===== src/hw/mcu_pkg.sv =====
//////////////////////////////////////////////////
// mcu package: widths, vector types and the
// interrupt numbering of the always-on domain
//////////////////////////////////////////////////

package mcu_pkg;

  // always-on gpio pins
  localparam int unsigned GPIO_W = 8;

  // timer counter width
  localparam int unsigned TIMER_W = 32;

  // one source for the timer, one per gpio pin
  localparam int unsigned IRQ_NUM = 1 + GPIO_W;
  localparam int unsigned IRQ_ID_W = 4;

  // bit 0 is the timer, gpio pin k sits at bit k+1
  localparam int unsigned IRQ_ID_TIMER = 0;
  localparam int unsigned IRQ_ID_GPIO_BASE = 1;

  typedef logic [GPIO_W-1:0] gpio_t;

  typedef logic [TIMER_W-1:0] timer_t;

  typedef logic [IRQ_NUM-1:0] irq_vec_t;

  typedef logic [IRQ_ID_W-1:0] irq_id_t;

endpackage


===== src/hw/pwr_pkg.sv =====
//////////////////////////////////////////////////
// power package: cpu domain sequencer states and
// settle timing of the isolation and reset steps
//////////////////////////////////////////////////

package pwr_pkg;

  // cycles each iso or reset step is held
  localparam int unsigned PWR_SETTLE_CYCLES = 4;

  // wide enough for PWR_SETTLE_CYCLES-1
  localparam int unsigned SETTLE_W = 3;

  typedef logic [SETTLE_W-1:0] settle_t;

  // power-down runs ISO, RST, GATE, then OFF
  // power-up runs UNGATE, UNISO, UNRST, then ON
  typedef enum logic [2:0] {
    PWR_ON,
    PWR_ISO,
    PWR_RST,
    PWR_GATE,
    PWR_OFF,
    PWR_UNGATE,
    PWR_UNISO,
    PWR_UNRST
  } pwr_state_e;

endpackage


===== src/hw/ao_timer.sv =====
//////////////////////////////////////////////////
// always-on timer: free running counter with a
// one cycle event each time it hits the compare
//////////////////////////////////////////////////

module ao_timer (
  input  logic            clk_i,
  input  logic            reset_i,
  input  mcu_pkg::timer_t timer_cmp_i,
  output logic            timer_evt_o
);

  mcu_pkg::timer_t cnt_q;
  logic            timer_en;
  logic            cmp_hit;

  // zero compare parks the timer
  assign timer_en = (timer_cmp_i != '0);
  assign cmp_hit  = (cnt_q == timer_cmp_i);

  always_ff @(posedge clk_i) begin
    if (reset_i) begin
      cnt_q <= '0;
    end else if (!timer_en) begin
      cnt_q <= '0;
    end else if (cmp_hit) begin
      // period restarts, cmp+1 cycles long
      cnt_q <= '0;
    end else begin
      cnt_q <= cnt_q + 1'b1;
    end
  end

  assign timer_evt_o = timer_en && cmp_hit;

endmodule


===== src/hw/ao_gpio_intr.sv =====
//////////////////////////////////////////////////
// always-on gpio interrupts: pin synchronizer,
// rising edge detect and per pin enable mask
//////////////////////////////////////////////////

module ao_gpio_intr (
  input  logic           clk_i,
  input  logic           reset_i,
  input  mcu_pkg::gpio_t gpio_i,
  input  mcu_pkg::gpio_t gpio_irq_en_i,
  output mcu_pkg::gpio_t gpio_evt_o
);

  mcu_pkg::gpio_t sync1_q;
  mcu_pkg::gpio_t sync2_q;
  mcu_pkg::gpio_t prev_q;
  mcu_pkg::gpio_t evt_q;
  mcu_pkg::gpio_t rise;

  // low to high on the synchronized pins
  assign rise = sync2_q & ~prev_q;

  always_ff @(posedge clk_i) begin
    if (reset_i) begin
      sync1_q <= '0;
      sync2_q <= '0;
    end else begin
      // pins are asynchronous to clk_i
      sync1_q <= gpio_i;
      sync2_q <= sync1_q;
    end
  end

  always_ff @(posedge clk_i) begin
    if (reset_i) begin
      prev_q <= '0;
      evt_q  <= '0;
    end else begin
      prev_q <= sync2_q;
      // masked pins never raise an event
      evt_q  <= rise & gpio_irq_en_i;
    end
  end

  assign gpio_evt_o = evt_q;

endmodule


===== src/hw/intr_ctrl.sv =====
//////////////////////////////////////////////////
// interrupt controller: pending bits per source,
// lowest id first, valid/ready delivery to core
//////////////////////////////////////////////////

module intr_ctrl (
  input  logic             clk_i,
  input  logic             reset_i,
  input  logic             timer_evt_i,
  input  mcu_pkg::gpio_t   gpio_evt_i,
  input  logic             cpu_on_i,
  input  logic             irq_ready_i,
  output logic             irq_valid_o,
  output mcu_pkg::irq_id_t irq_id_o,
  output logic             wake_req_o
);

  mcu_pkg::irq_vec_t pending_q;
  mcu_pkg::irq_vec_t evt_vec;
  mcu_pkg::irq_vec_t clr_vec;
  mcu_pkg::irq_id_t  pick_id;
  logic              any_pending;
  logic              xfer;

  // sources mapped to package numbering
  always_comb begin
    evt_vec = '0;
    evt_vec[mcu_pkg::IRQ_ID_TIMER] = timer_evt_i;
    for (int i = 0; i < mcu_pkg::GPIO_W; i++) begin
      evt_vec[mcu_pkg::IRQ_ID_GPIO_BASE + i] = gpio_evt_i[i];
    end
  end

  // downward scan, so the lowest set bit is kept
  always_comb begin
    pick_id = '0;
    for (int i = mcu_pkg::IRQ_NUM - 1; i >= 0; i--) begin
      if (pending_q[i]) begin
        pick_id = mcu_pkg::irq_id_t'(i);
      end
    end
  end

  assign any_pending = |pending_q;
  assign xfer        = irq_valid_o && irq_ready_i;

  // one-hot clear of the accepted id
  assign clr_vec = mcu_pkg::irq_vec_t'(xfer) << pick_id;

  always_ff @(posedge clk_i) begin
    if (reset_i) begin
      pending_q <= '0;
    end else begin
      // a new event on the accepted bit stays pending
      pending_q <= (pending_q & ~clr_vec) | evt_vec;
    end
  end

  // nothing is offered while the cpu domain is down
  assign irq_valid_o = any_pending && cpu_on_i;
  assign irq_id_o    = pick_id;
  assign wake_req_o  = any_pending;

endmodule


===== src/hw/cpu_power_ctrl.sv =====
//////////////////////////////////////////////////
// cpu power sequencer: isolates, resets and gates
// the cpu domain on sleep, reverses it on wake
//////////////////////////////////////////////////

module cpu_power_ctrl (
  input  logic clk_i,
  input  logic reset_i,
  input  logic core_sleep_i,
  input  logic wake_req_i,
  input  logic cpu_pwrgate_ack_i,
  output logic cpu_on_o,
  output logic cpu_iso_o,
  output logic cpu_rst_o,
  output logic cpu_pwrgate_o
);

  pwr_pkg::pwr_state_e state_q;
  pwr_pkg::pwr_state_e state_d;
  pwr_pkg::settle_t    settle_q;
  logic                settle_done;
  logic                on_q;
  logic                iso_q;
  logic                rst_q;
  logic                gate_q;

  assign settle_done = (settle_q == pwr_pkg::settle_t'(pwr_pkg::PWR_SETTLE_CYCLES - 1));

  always_comb begin
    state_d = state_q;
    case (state_q)
      pwr_pkg::PWR_ON: begin
        // a pending interrupt keeps the domain up
        if (core_sleep_i && !wake_req_i) begin
          state_d = pwr_pkg::PWR_ISO;
        end
      end
      pwr_pkg::PWR_ISO: begin
        if (settle_done) begin
          state_d = pwr_pkg::PWR_RST;
        end
      end
      pwr_pkg::PWR_RST: begin
        if (settle_done) begin
          state_d = pwr_pkg::PWR_GATE;
        end
      end
      pwr_pkg::PWR_GATE: begin
        // switch reports the domain is off
        if (cpu_pwrgate_ack_i) begin
          state_d = pwr_pkg::PWR_OFF;
        end
      end
      pwr_pkg::PWR_OFF: begin
        if (wake_req_i) begin
          state_d = pwr_pkg::PWR_UNGATE;
        end
      end
      pwr_pkg::PWR_UNGATE: begin
        if (!cpu_pwrgate_ack_i) begin
          state_d = pwr_pkg::PWR_UNISO;
        end
      end
      pwr_pkg::PWR_UNISO: begin
        if (settle_done) begin
          state_d = pwr_pkg::PWR_UNRST;
        end
      end
      pwr_pkg::PWR_UNRST: begin
        if (settle_done) begin
          state_d = pwr_pkg::PWR_ON;
        end
      end
      default: begin
        state_d = pwr_pkg::PWR_ON;
      end
    endcase
  end

  always_ff @(posedge clk_i) begin
    if (reset_i) begin
      state_q  <= pwr_pkg::PWR_ON;
      settle_q <= '0;
    end else begin
      state_q <= state_d;
      // restart the hold count on every state change
      if (state_d != state_q) begin
        settle_q <= '0;
      end else if (!settle_done) begin
        settle_q <= settle_q + 1'b1;
      end
    end
  end

  // outputs follow the state they are entering
  always_ff @(posedge clk_i) begin
    if (reset_i) begin
      on_q   <= 1'b1;
      iso_q  <= 1'b0;
      rst_q  <= 1'b0;
      gate_q <= 1'b0;
    end else begin
      on_q   <= (state_d == pwr_pkg::PWR_ON);
      iso_q  <= state_d inside {pwr_pkg::PWR_ISO, pwr_pkg::PWR_RST, pwr_pkg::PWR_GATE,
                                pwr_pkg::PWR_OFF, pwr_pkg::PWR_UNGATE};
      rst_q  <= state_d inside {pwr_pkg::PWR_RST, pwr_pkg::PWR_GATE, pwr_pkg::PWR_OFF,
                                pwr_pkg::PWR_UNGATE, pwr_pkg::PWR_UNISO};
      gate_q <= state_d inside {pwr_pkg::PWR_GATE, pwr_pkg::PWR_OFF};
    end
  end

  assign cpu_on_o      = on_q;
  assign cpu_iso_o     = iso_q;
  assign cpu_rst_o     = rst_q;
  assign cpu_pwrgate_o = gate_q;

endmodule


===== src/hw/mini_mcu_top.sv =====
//////////////////////////////////////////////////
// mini mcu top: always-on timer and gpio events,
// interrupt delivery and cpu domain power control
//////////////////////////////////////////////////

module mini_mcu_top (
  input  logic             clk_i,
  input  logic             reset_i,
  input  mcu_pkg::timer_t  timer_cmp_i,
  input  mcu_pkg::gpio_t   gpio_i,
  input  mcu_pkg::gpio_t   gpio_irq_en_i,
  input  logic             core_sleep_i,
  input  logic             irq_ready_i,
  input  logic             cpu_pwrgate_ack_i,
  output logic             irq_valid_o,
  output mcu_pkg::irq_id_t irq_id_o,
  output logic             cpu_iso_o,
  output logic             cpu_rst_o,
  output logic             cpu_pwrgate_o
);

  logic           timer_evt;
  mcu_pkg::gpio_t gpio_evt;
  logic           wake_req;
  logic           cpu_on;

  ao_timer i_ao_timer (
    .clk_i       (clk_i),
    .reset_i     (reset_i),
    .timer_cmp_i (timer_cmp_i),
    .timer_evt_o (timer_evt)
  );

  ao_gpio_intr i_ao_gpio_intr (
    .clk_i         (clk_i),
    .reset_i       (reset_i),
    .gpio_i        (gpio_i),
    .gpio_irq_en_i (gpio_irq_en_i),
    .gpio_evt_o    (gpio_evt)
  );

  intr_ctrl i_intr_ctrl (
    .clk_i       (clk_i),
    .reset_i     (reset_i),
    .timer_evt_i (timer_evt),
    .gpio_evt_i  (gpio_evt),
    .cpu_on_i    (cpu_on),
    .irq_ready_i (irq_ready_i),
    .irq_valid_o (irq_valid_o),
    .irq_id_o    (irq_id_o),
    .wake_req_o  (wake_req)
  );

  // any pending interrupt wakes the cpu domain
  cpu_power_ctrl i_cpu_power_ctrl (
    .clk_i             (clk_i),
    .reset_i           (reset_i),
    .core_sleep_i      (core_sleep_i),
    .wake_req_i        (wake_req),
    .cpu_pwrgate_ack_i (cpu_pwrgate_ack_i),
    .cpu_on_o          (cpu_on),
    .cpu_iso_o         (cpu_iso_o),
    .cpu_rst_o         (cpu_rst_o),
    .cpu_pwrgate_o     (cpu_pwrgate_o)
  );

endmodule


===== config.mk =====
export PLATFORM = sky130hd
export DESIGN_NAME = mini_mcu_top
export DESIGN_NICKNAME = d
export VERILOG_FILES = /design/src/hw/mcu_pkg.sv /design/src/hw/pwr_pkg.sv /design/src/hw/ao_timer.sv /design/src/hw/ao_gpio_intr.sv /design/src/hw/intr_ctrl.sv /design/src/hw/cpu_power_ctrl.sv /design/src/hw/mini_mcu_top.sv
export SDC_FILE = /design/constraint.sdc
export NUM_CORES = 1
export LEC_CHECK = 0
export BUFFER_PORTS_ARGS = -buffer_cell sky130_fd_sc_hd__buf_2
export CAP_MARGIN = 20
export CORE_ASPECT_RATIO = 1.75
export CORE_MARGIN = 4
export CORE_UTILIZATION = 28
export CTS_BUF_LIST = sky130_fd_sc_hd__clkbuf_4 sky130_fd_sc_hd__clkbuf_8
export DETAILED_ROUTE_END_ITERATION = 16
export GPL_TIMING_DRIVEN = 0
export PLACE_DENSITY = 0.51
export SYNTH_ARGS = -nofsm -noshare
export SYNTH_HDL_FRONTEND = slang
export SYNTH_SLANG_ARGS = --single-unit

===== constraint.sdc =====
create_clock -name clk_i -period 1.7 [get_ports clk_i]
set_input_delay 0.34 -clock clk_i [delete_from_list [all_inputs] [get_ports clk_i]]
set_output_delay 0.34 -clock clk_i [all_outputs]
set_load 0.005 [all_outputs]

### Word-level counts from Yosys, hierarchy flattened

Index checks and enable logic that the tools add are counted.

* bits in registers: 83
* output and inout port bits: 8
* input port bits: 53

* eq/ne operators: 16
* reduce and logical (&&, ||, !) cells: 14
* add/sub/neg operators: 2
* multiplexer cells: 18
* shifts and indexed selects: 1
* bitwise logic cells: 7

Operators by type and width (count)
* $mux 4: 9
* $add 32x1->32 const B: 1
* $eq 32x32->1: 1
* $reduce_bool 32->1: 1
* $mux 3: 8
* $pmux 3 s8: 1
* $eq 3x3->1 const B: 7
* $and 8x8->8: 2
* $eq 3x2->1 const B: 5
* $reduce_bool 5->1: 2
* $and 9x9->9: 1
* $not 9->9: 1
* $or 9x9->9: 1
* $reduce_or 9->1: 1
* $shl 1x4->9: 1
* $not 8->8: 1
* $eq 3x1->1 const B: 2
* $logic_not 3->1: 2
* $logic_and 1x1->1: 4
* $add 3x1->3 const B: 1
* $ne 3x3->1: 1
* $reduce_or 3->1: 1
* $reduce_bool 2->1: 1
* $reduce_or 2->1: 1
* other kinds (2): 2

### Longest topological paths before layout

Gate-level depths: netlist of run 1.

* depth after elaboration: 13
* gate-level depth with buffers: 7
* depth with buffers taken out: 7

### Hierarchy

From an unflattened synthesis of run 1, not the netlist that was laid out.

* cells, all modules: 419
* area, all modules: 3829.9 µm²

By module, submodules not included
* ao_timer: instances 1, cells an instance 221, sequential area each 640.6 µm², area an instance 1868.0 µm²
* ao_gpio_intr: instances 1, cells an instance 67, sequential area each 640.6 µm², area an instance 919.6 µm²
* cpu_power_ctrl: instances 1, cells an instance 72, sequential area each 200.2 µm², area an instance 575.6 µm²
* intr_ctrl: instances 1, cells an instance 59, sequential area each 180.2 µm², area an instance 466.7 µm²

### Worst setup path before layout of run 1

OpenSTA, ideal clock, no wires.

* path kind: register to register
* start: register i_cpu_power_ctrl.settle_q[0]
* end: register i_cpu_power_ctrl.gate_q (netlist: i_cpu_power_ctrl.cpu_pwrgate_o)
* data required time: 1.577 ns
* period minus slack after synthesis: 1.858 ns
* path buffers: 0
* arrival time: 1.734 ns
* path slack: -0.158 ns
* stages on the path, launching flop included: 7
* cells stage by stage: dfxtp_1 > ha_1 > ha_1 > a21boi_0 > a2111oi_0 > o2bb2ai_2 > mux2_1

* word-level cells in the longest chain between the ends: 5
* elaborated cells on any way between the ends: 9
* classes of those cells: eq/ne (3); mux (5); reduce/logical (1)

RTL lines
* from (decl): RTL line cpu_power_ctrl.sv:20 `pwr_pkg::settle_t settle_q;`
* from (signal assigned): RTL line cpu_power_ctrl.sv:90 `settle_q <= settle_q + 1'b1;`
* $eq 3x2->1 (*): RTL line cpu_power_ctrl.sv:27 `assign settle_done = (settle_q == pwr_pkg::settle_t'(pwr_pkg::PWR_SETTLE_CYCLES - 1));`
* $mux 3, on equally long branches
* $pmux 3 s8 (*): RTL line cpu_power_ctrl.sv:31 `case (state_q)`
* $eq 3x2->1 or $eq 3x3->1 (tied branches): RTL line cpu_power_ctrl.sv:108 `gate_q <= state_d inside {pwr_pkg::PWR_GATE, pwr_pkg::PWR_OFF};`
* $reduce_bool 2->1 (*): RTL line cpu_power_ctrl.sv:108
* to (signal assigned): RTL line cpu_power_ctrl.sv:108
* to (decl): RTL line cpu_power_ctrl.sv:25 `logic gate_q;`

Every way passes the cells marked *; elsewhere a longest branch is shown, timed or not.
A chain may end at the register's enable or synchronous reset.

### Worst setup path in the final report of run 1

* start: register i_intr_ctrl.pending_q[2]
* end: output port irq_valid_o

* word-level cells in the longest chain between the ends: 2

RTL lines
* from (decl): RTL line intr_ctrl.sv:18 `mcu_pkg::irq_vec_t pending_q;`
* from (signal assigned): RTL line intr_ctrl.sv:55 `pending_q <= (pending_q & ~clr_vec) | evt_vec;`
* $reduce_or 9->1: RTL line intr_ctrl.sv:44 `assign any_pending = |pending_q;`
* $logic_and 1x1->1: RTL line intr_ctrl.sv:60 `assign irq_valid_o = any_pending && cpu_on_i;`
* to (decl): RTL line mini_mcu_top.sv:15 `output logic irq_valid_o,`

Every way passes these cells.

==> impl_metrics.yaml, run 1 <==
placed_design:
  dpl_cell_area_um2: 4260
  dpl_worst_slack_ns: -0.586
  port_buffers: 58
  place.gp.congestion: 0.855
  dpl.hpwl_um: 7590
floorplanning:
  core_um2: 13100
  io_pins: 61
  die_w_um: 95.6
  die_y_um: 161
  num_rows: 55
  die_area_um2: 15400
  start_util_pct: 28.7
layout:
  nFillCells: 1326
  drive_above_1_share_pct: 43.8
  fin_util_pct: 42.3
  antenna_cells: 0
  final_nets: 595
  area_delta_synth_final_pct: 47.1
  design_area_um2: 5530
synthesis:
  syn_area_per_cell_um2: 9.01
  async_flop_share_pct: 0
  ys_types: 51
  syn_area_um2: 3760
  synth.yosys.seq_area_share_pct: 44.2
  synth_nets: 473
  synthTopCellsByArea: "dfxtp_1 (44%), xnor2_1 (9.3%), nor2_1 (6.8%)"
  yosys_warnings: 0
  synth_edf_count: 0
  synth-main-ff-cell: "dfxtp_1"
  synth_seq_cells: 83
  synth_largest_area_cell: "dfxtp_1"
  synth_top_cell_area_share_pct: 44.2
  synthCells: 417
hold_path:
  hold_start: "gpio_i[7]"
  hold_path.class: "in2reg"
  whs_endpoint: "i_ao_gpio_intr.sync1_q[7]"
  min_path_cells: 2
clock_tree:
  clk_latency_ns: 0.36
  cts.sinks: 83
  root_buffer: "clkbuf_8"
  cts_buffers: 9
  clk_path_buf_depth: 2
  cts_tree: "done"
  htreeDepth: 3
  cts_hold_buf: 0
  clk_pin_slew_ns: 0.09
drt:
  dr.first_iter.drc_count: 77
  routed_wl_um: 11000
  vias_per_cell: 4.86
  final_antenna_net_count: 0
  drc: 0
  vias: 3478
  wl_per_cell_um: 15.4
  drt-pass1-iter-count: 4
grt:
  overflow: 0
  grt_use_total_pct: 14.4
  grt_pass1_wl_um: 17200
  grt_max_degree: 18
  antenna_found_initial: 2
  grt_pass1_vias: 3656
critical_path:
  r2r-end: "i_cpu_power_ctrl.cpu_on_o"
  path_max_fanout: 2
  critPathLaunchType: "register"
  required_ns: 1.36
  worstPathArrival_ns: 1.77
  ff2ff_path_depth: 8
  crit_type: "reg2out"
  r2r_slack_ns: -0.28
  crit-reg2reg-launch: "i_intr_ctrl.pending_q[6]"
  setup.worst_path.end_class: "output pin"
sta:
  setup_viol: 21
  period_share_pct: 124
  worst_slew_pin_slew_ns: 0.652
  slew_headroom_pct: 56.6
  max_freq_ghz: 0.475
  finalHoldViolCount: 0
  fin_ws_ns: -0.407
  rsz0062_at_grt: "true"
  skew_ns: 0.0109
  fin_crit_ns: 2.11
  maxSlewViolCount: 0
power:
  ir_drop_v: 0.000480
  power.leakage_nw: 2.15
  power_density_nw_per_um2: 733
outcome:
  violations: "negative setup slack"
  status: "complete, but fails checks"
job:
  maxCapViolations: 0
## area by class of cell
class / instances / area, um2 / area share [%]
tap: 171 / 214 / 3.87
inverter: 9 / 33.8 / 0.611
clock inverter: 7 / 68.8 / 1.25
multi-input combinational: 309 / 2440 / 44.2
buffer: 15 / 106 / 1.92
clock buffer: 9 / 124 / 2.24
sequential: 83 / 1750 / 31.7
timing repair buffer: 112 / 783 / 14.2
## Yosys cell counts (2+ instances only)
master	n
a2111oi_0	3
a211oi_1	3
a21oi_1	9
a221oi_1	2
a311oi_1	2
and3_1	9
and3b_1	8
and4_1	2
buf_1	3
buf_2	2
clkbuf_1	11
dfxtp_1	83
ha_1	3
inv_1	9
nand2_1	19
nand2b_1	3
nand3_1	14
nand4_1	18
nor2_1	68
nor2b_1	26
nor3_1	9
nor4_1	12
o21ai_0	5
o31ai_1	2
o41a_1	2
or3_1	3
or4_4	2
xnor2_1	40
xor2_1	23
## how the worst max path moves through the flow
stage | slack [ns] | startpoint | depth (start not counted) | end
final | -0.41 | i_intr_ctrl.pending_q[2] | 4 | irq_valid_o
after global routing | -0.48 | i_intr_ctrl.pending_q[2] | 4 | irq_valid_o
after CTS | -0.45 | i_intr_ctrl.pending_q[4] | 4 | irq_valid_o
after detailed placement | -0.59 | timer_cmp_i[0] | 7 | i_ao_timer.cnt_q[19]
after global placement | -0.56 | reset_i | 5 | i_intr_ctrl.pending_q[6]
after floorplan | -0.13 | i_cpu_power_ctrl.settle_q[0] | 7 | i_cpu_power_ctrl.cpu_pwrgate_o
## metrics by stage
step / power (W) / hold WS (ns) / std cells / setup TNS (ns)
2_1_floorplan: 0.00233 / 0.414 / 417 / -0.131
3_3_place_gp: 0.00250 / 0.418 / 646 / -26.95
3_5_place_dp: 0.00251 / 0.424 / 646 / -28.58
4_1_cts: 0.00402 / 0.169 / 698 / -4.69
5_1_grt: 0.00426 / 0.179 / 715 / -6.21
6_report: 0.00405 / 0.191 / 715 / -3.66
## layout by cell type (no fill, tap or decap), types with 17 or more instances in the layout
master / n
nor2b_1: 25
buf_6: 21
nand4_1: 18
nand2_1: 17
dfxtp_4: 19
dfxtp_2: 17
xor2_1: 23
buf_4: 36
dfxtp_1: 47
xnor2_1: 26
nor2_1: 55
buf_2: 58
## flip-flops by register name, indices dropped and copies added (netlist names), 3 cells and up
name                       cells
i_intr_ctrl.pending_q          9
i_ao_gpio_intr.gpio_evt_o      8
i_ao_timer.cnt_q              32
i_cpu_power_ctrl.state_q       3
i_ao_gpio_intr.sync1_q         8
i_ao_gpio_intr.sync2_q         8
i_ao_gpio_intr.prev_q          8
i_cpu_power_ctrl.settle_q      3
## routing by layer
metal  track usage [%]  wire, um  share of wire (%)
met3              3.26       401                3.6
met4              7.38       485                4.4
met1              13.7      3860                 35
met2              27.6      6250                 57
met5                 0        21               0.19
## critical path, cell delays in order, from the launching register on
cell and delay (ns):
dfxtp_4 0.35, or4_4 0.55, nor3_4 0.21, and2b_1 0.19, buf_2 0.12
## logic make-up (layout without fill, tap and decap cells)
| group | after synthesis | count (layout) | synth area share (%) |
|---|---|---|---|
| flops | 83 | 83 | 44.2 |
| compound gates | 40 | 40 | 8.13 |
| xor+xnor | 63 | 63 | 14.7 |
| simple gates | 201 | 201 | 28.8 |
| mux | 2 | 2 | 0.566 |
| fa+ha+maj | 3 | 3 | 0.999 |
| buf+inv | 25 | 152 | 2.56 |
## repair_timing
action | in CTS | in global routing
endpoints found under the hold margin | 0 | 0
pin swaps | 36 | 23
endpoints found under the setup margin | 59 | 52
cloned | 1 | 2
resized for setup | 116 | 66
setup buffers | 36 | 16
## where the power goes
group | switching [W] | total, W | internal, W
logic | 0.000320 | 0.000659 | 0.000339
clock network | 0.000812 | 0.00138 | 0.000569
registers | 0.0000313 | 0.00201 | 0.00198
(Power assumes the default switching activity.)
==> run 2: changes to the inputs <==
--- a/config.mk
+++ b/config.mk
@@ -7,2 +7,3 @@
 export LEC_CHECK = 0
+export ABC_CLOCK_PERIOD_IN_PS = 1700
 export BUFFER_PORTS_ARGS = -buffer_cell sky130_fd_sc_hd__buf_2
--- a/constraint.sdc
+++ b/constraint.sdc
@@ -3,2 +3,2 @@
 set_output_delay 0.34 -clock clk_i [all_outputs]
-set_load 0.005 [all_outputs]
+set_load 0.01 [all_outputs]
==> impl_metrics.yaml, run 2 (synthesized netlist as in run 1, its figures left out) <==
floorplanning:
  die_y_um: 161
  start_util_pct: 28.7
  die_area_um2: 15400
  core_um2: 13100
  num_rows: 55
  io_pins: 61
  die_w_um: 95.6
power:
  netSwitchingPower_w: 0.00117
  p_clk_share_pct: 34.0
  finalPower_w: 0.00406
  power_density_nw_per_um2: 733
  ir_drop_v: 0.000481
  pwr-share-seq_pct: 49.5
  swShare_pct: 28.8
  combinationalPowerShare_pct: 16.5
  power.leakage_nw: 2.15
  p_int_w: 0.00289
critical_path:
  setup.worst_path.end_class: "output pin"
  r2r_slack_ns: -0.28
  cp_num_cells: 4
  r2r-end: "i_cpu_power_ctrl.cpu_on_o"
  ff2ff_path_depth: 8
  cp-startpoint: "i_intr_ctrl.pending_q[2]"
  cpLargestDelayFamily: "simple AND/OR/NAND/NOR gates"
  required_ns: 1.36
  crit_type: "reg2out"
  worst-path-buf-inv: 1
  crit_slowest_cell: "or4_4"
  cp_cell_sequence: "or4_4 -> nor3_4 -> and2b_1 -> buf_2"
  cp-endpoint: "irq_valid_o"
  path_max_fanout: 2
  critPathLaunchType: "register"
  crit-reg2reg-launch: "i_intr_ctrl.pending_q[6]"
  worstPathArrival_ns: 1.78
  cp_slowest_stage_delay_ns: 0.55
layout:
  drive_above_1_share_pct: 43.8
  final_nets: 595
  fin_util_pct: 42.4
  final_cell_mix: "buf_2 (56), nor2_1 (55), dfxtp_1 (47)"
  mostFrequentLayoutCell: "buf_2"
  top_regs: "i_ao_timer.cnt_q (32), i_intr_ctrl.pending_q (9)"
  design_area_um2: 5540
  area_delta_synth_final_pct: 47.5
  antenna_cells: 0
  largest_reg_flops: 32
  top_register: "i_ao_timer.cnt_q"
grt:
  grt_pass1_wl_um: 17200
  grt_pass1_vias: 3662
  grt_max_degree: 18
  grt_use_total_pct: 14.4
  overflow: 0
  antenna_found_initial: 2
sta:
  max_freq_ghz: 0.473
  finalHoldViolCount: 0
  fin_crit_ns: 2.12
  tns_ns: -3.68
  setup_viol: 21
  maxSlewViolCount: 0
  slew_headroom_pct: 56.3
  period_share_pct: 124
  skew_ns: 0.0107
  rsz0062_at_grt: "true"
  worst_slew_pin_slew_ns: 0.656
  fin_ws_ns: -0.416
clock_tree:
  clk_latency_ns: 0.36
  clk_pin_slew_ns: 0.09
  cts.sinks: 83
  root_buffer: "clkbuf_8"
  cts_tree: "done"
  htreeDepth: 3
  cts_buffers: 9
  cts_hold_buf: 0
  clk_path_buf_depth: 2
drt:
  dr.first_iter.drc_count: 86
  routed_wl_um: 11000
  drc: 0
  final_antenna_net_count: 0
  wl_per_cell_um: 15.4
  vias: 3447
  drt-pass1-iter-count: 4
  vias_per_cell: 4.82
job:
  maxCapViolations: 0
placed_design:
  place.gp.congestion: 0.855
  dpl_cell_area_um2: 4260
  dpl_worst_slack_ns: -0.586
  port_buffers: 58
  dpl.hpwl_um: 7590
hold_path:
  hold_path.class: "in2reg"
  min_path_cells: 2
outcome:
  status: "complete, but fails checks"
  violations: "negative setup slack"
==> run 2: cell counts in the layout (fill, tap and decap cells not counted) <==
Identical to the previous run, type by type.
==> run 2: worst min path at each step <==
stage                                    from                        end  slack (ns)
detailed placement  i_ao_gpio_intr.sync1_q[7]  i_ao_gpio_intr.sync2_q[7]        0.42
finish                              gpio_i[7]  i_ao_gpio_intr.sync1_q[7]        0.19
global placement    i_ao_gpio_intr.sync1_q[5]  i_ao_gpio_intr.sync2_q[5]        0.42
global route                        gpio_i[3]  i_ao_gpio_intr.sync1_q[3]        0.18
CTS                                 gpio_i[7]  i_ao_gpio_intr.sync1_q[7]        0.17
floorplan           i_ao_gpio_intr.sync1_q[0]  i_ao_gpio_intr.sync2_q[0]        0.41
==> run 2: through the flow <==
stage | instances | hold WS, ns
after floorplan | 417 | 0.414
after global placement | 646 | 0.418
after detailed placement | 646 | 0.424
after CTS | 698 | 0.169
after global routing | 715 | 0.179
final | 715 | 0.194
==> run 2: area by class of cell <==
class	count	area [um2]
Buffer	15	106
Clock buffer	9	124
Clock inverter	7	68.8
Fill cell	1323	7540
Inverter	9	33.8
Multi-Input combinational cell	309	2440
Sequential cell	83	1750
Tap cell	171	214
Timing Repair Buffer	112	796
==> run 2: layer usage <==
metal	wire length [um]	track usage [%]	up-vias	share of wire (%)
met2	6250	27.6	89	57
li1	-	-	1697	-
met3	405	3.26	35	3.7
met4	464	7.38	4	4.2
met5	21	0	-	0.19
met1	3840	13.7	1622	35
==> run 2: timing repair <==
item / CTS / global route
gates resized for setup: 118 / 66
cloned: 1 / 2
buffers inserted: 36 / 16
setup endpoints to repair: 59 / 52
pin swaps: 36 / 23
==> run 2: power groups by stage <==
stage / registers [W] / logic [W] / clock network (W)
floorplan: 0.00208 / 0.000263 / 0
global placement: 0.00208 / 0.000422 / 0
detailed placement: 0.00208 / 0.000431 / 0
CTS: 0.00201 / 0.000571 / 0.00145
global route: 0.00202 / 0.000728 / 0.00153
finish: 0.00201 / 0.000670 / 0.00138
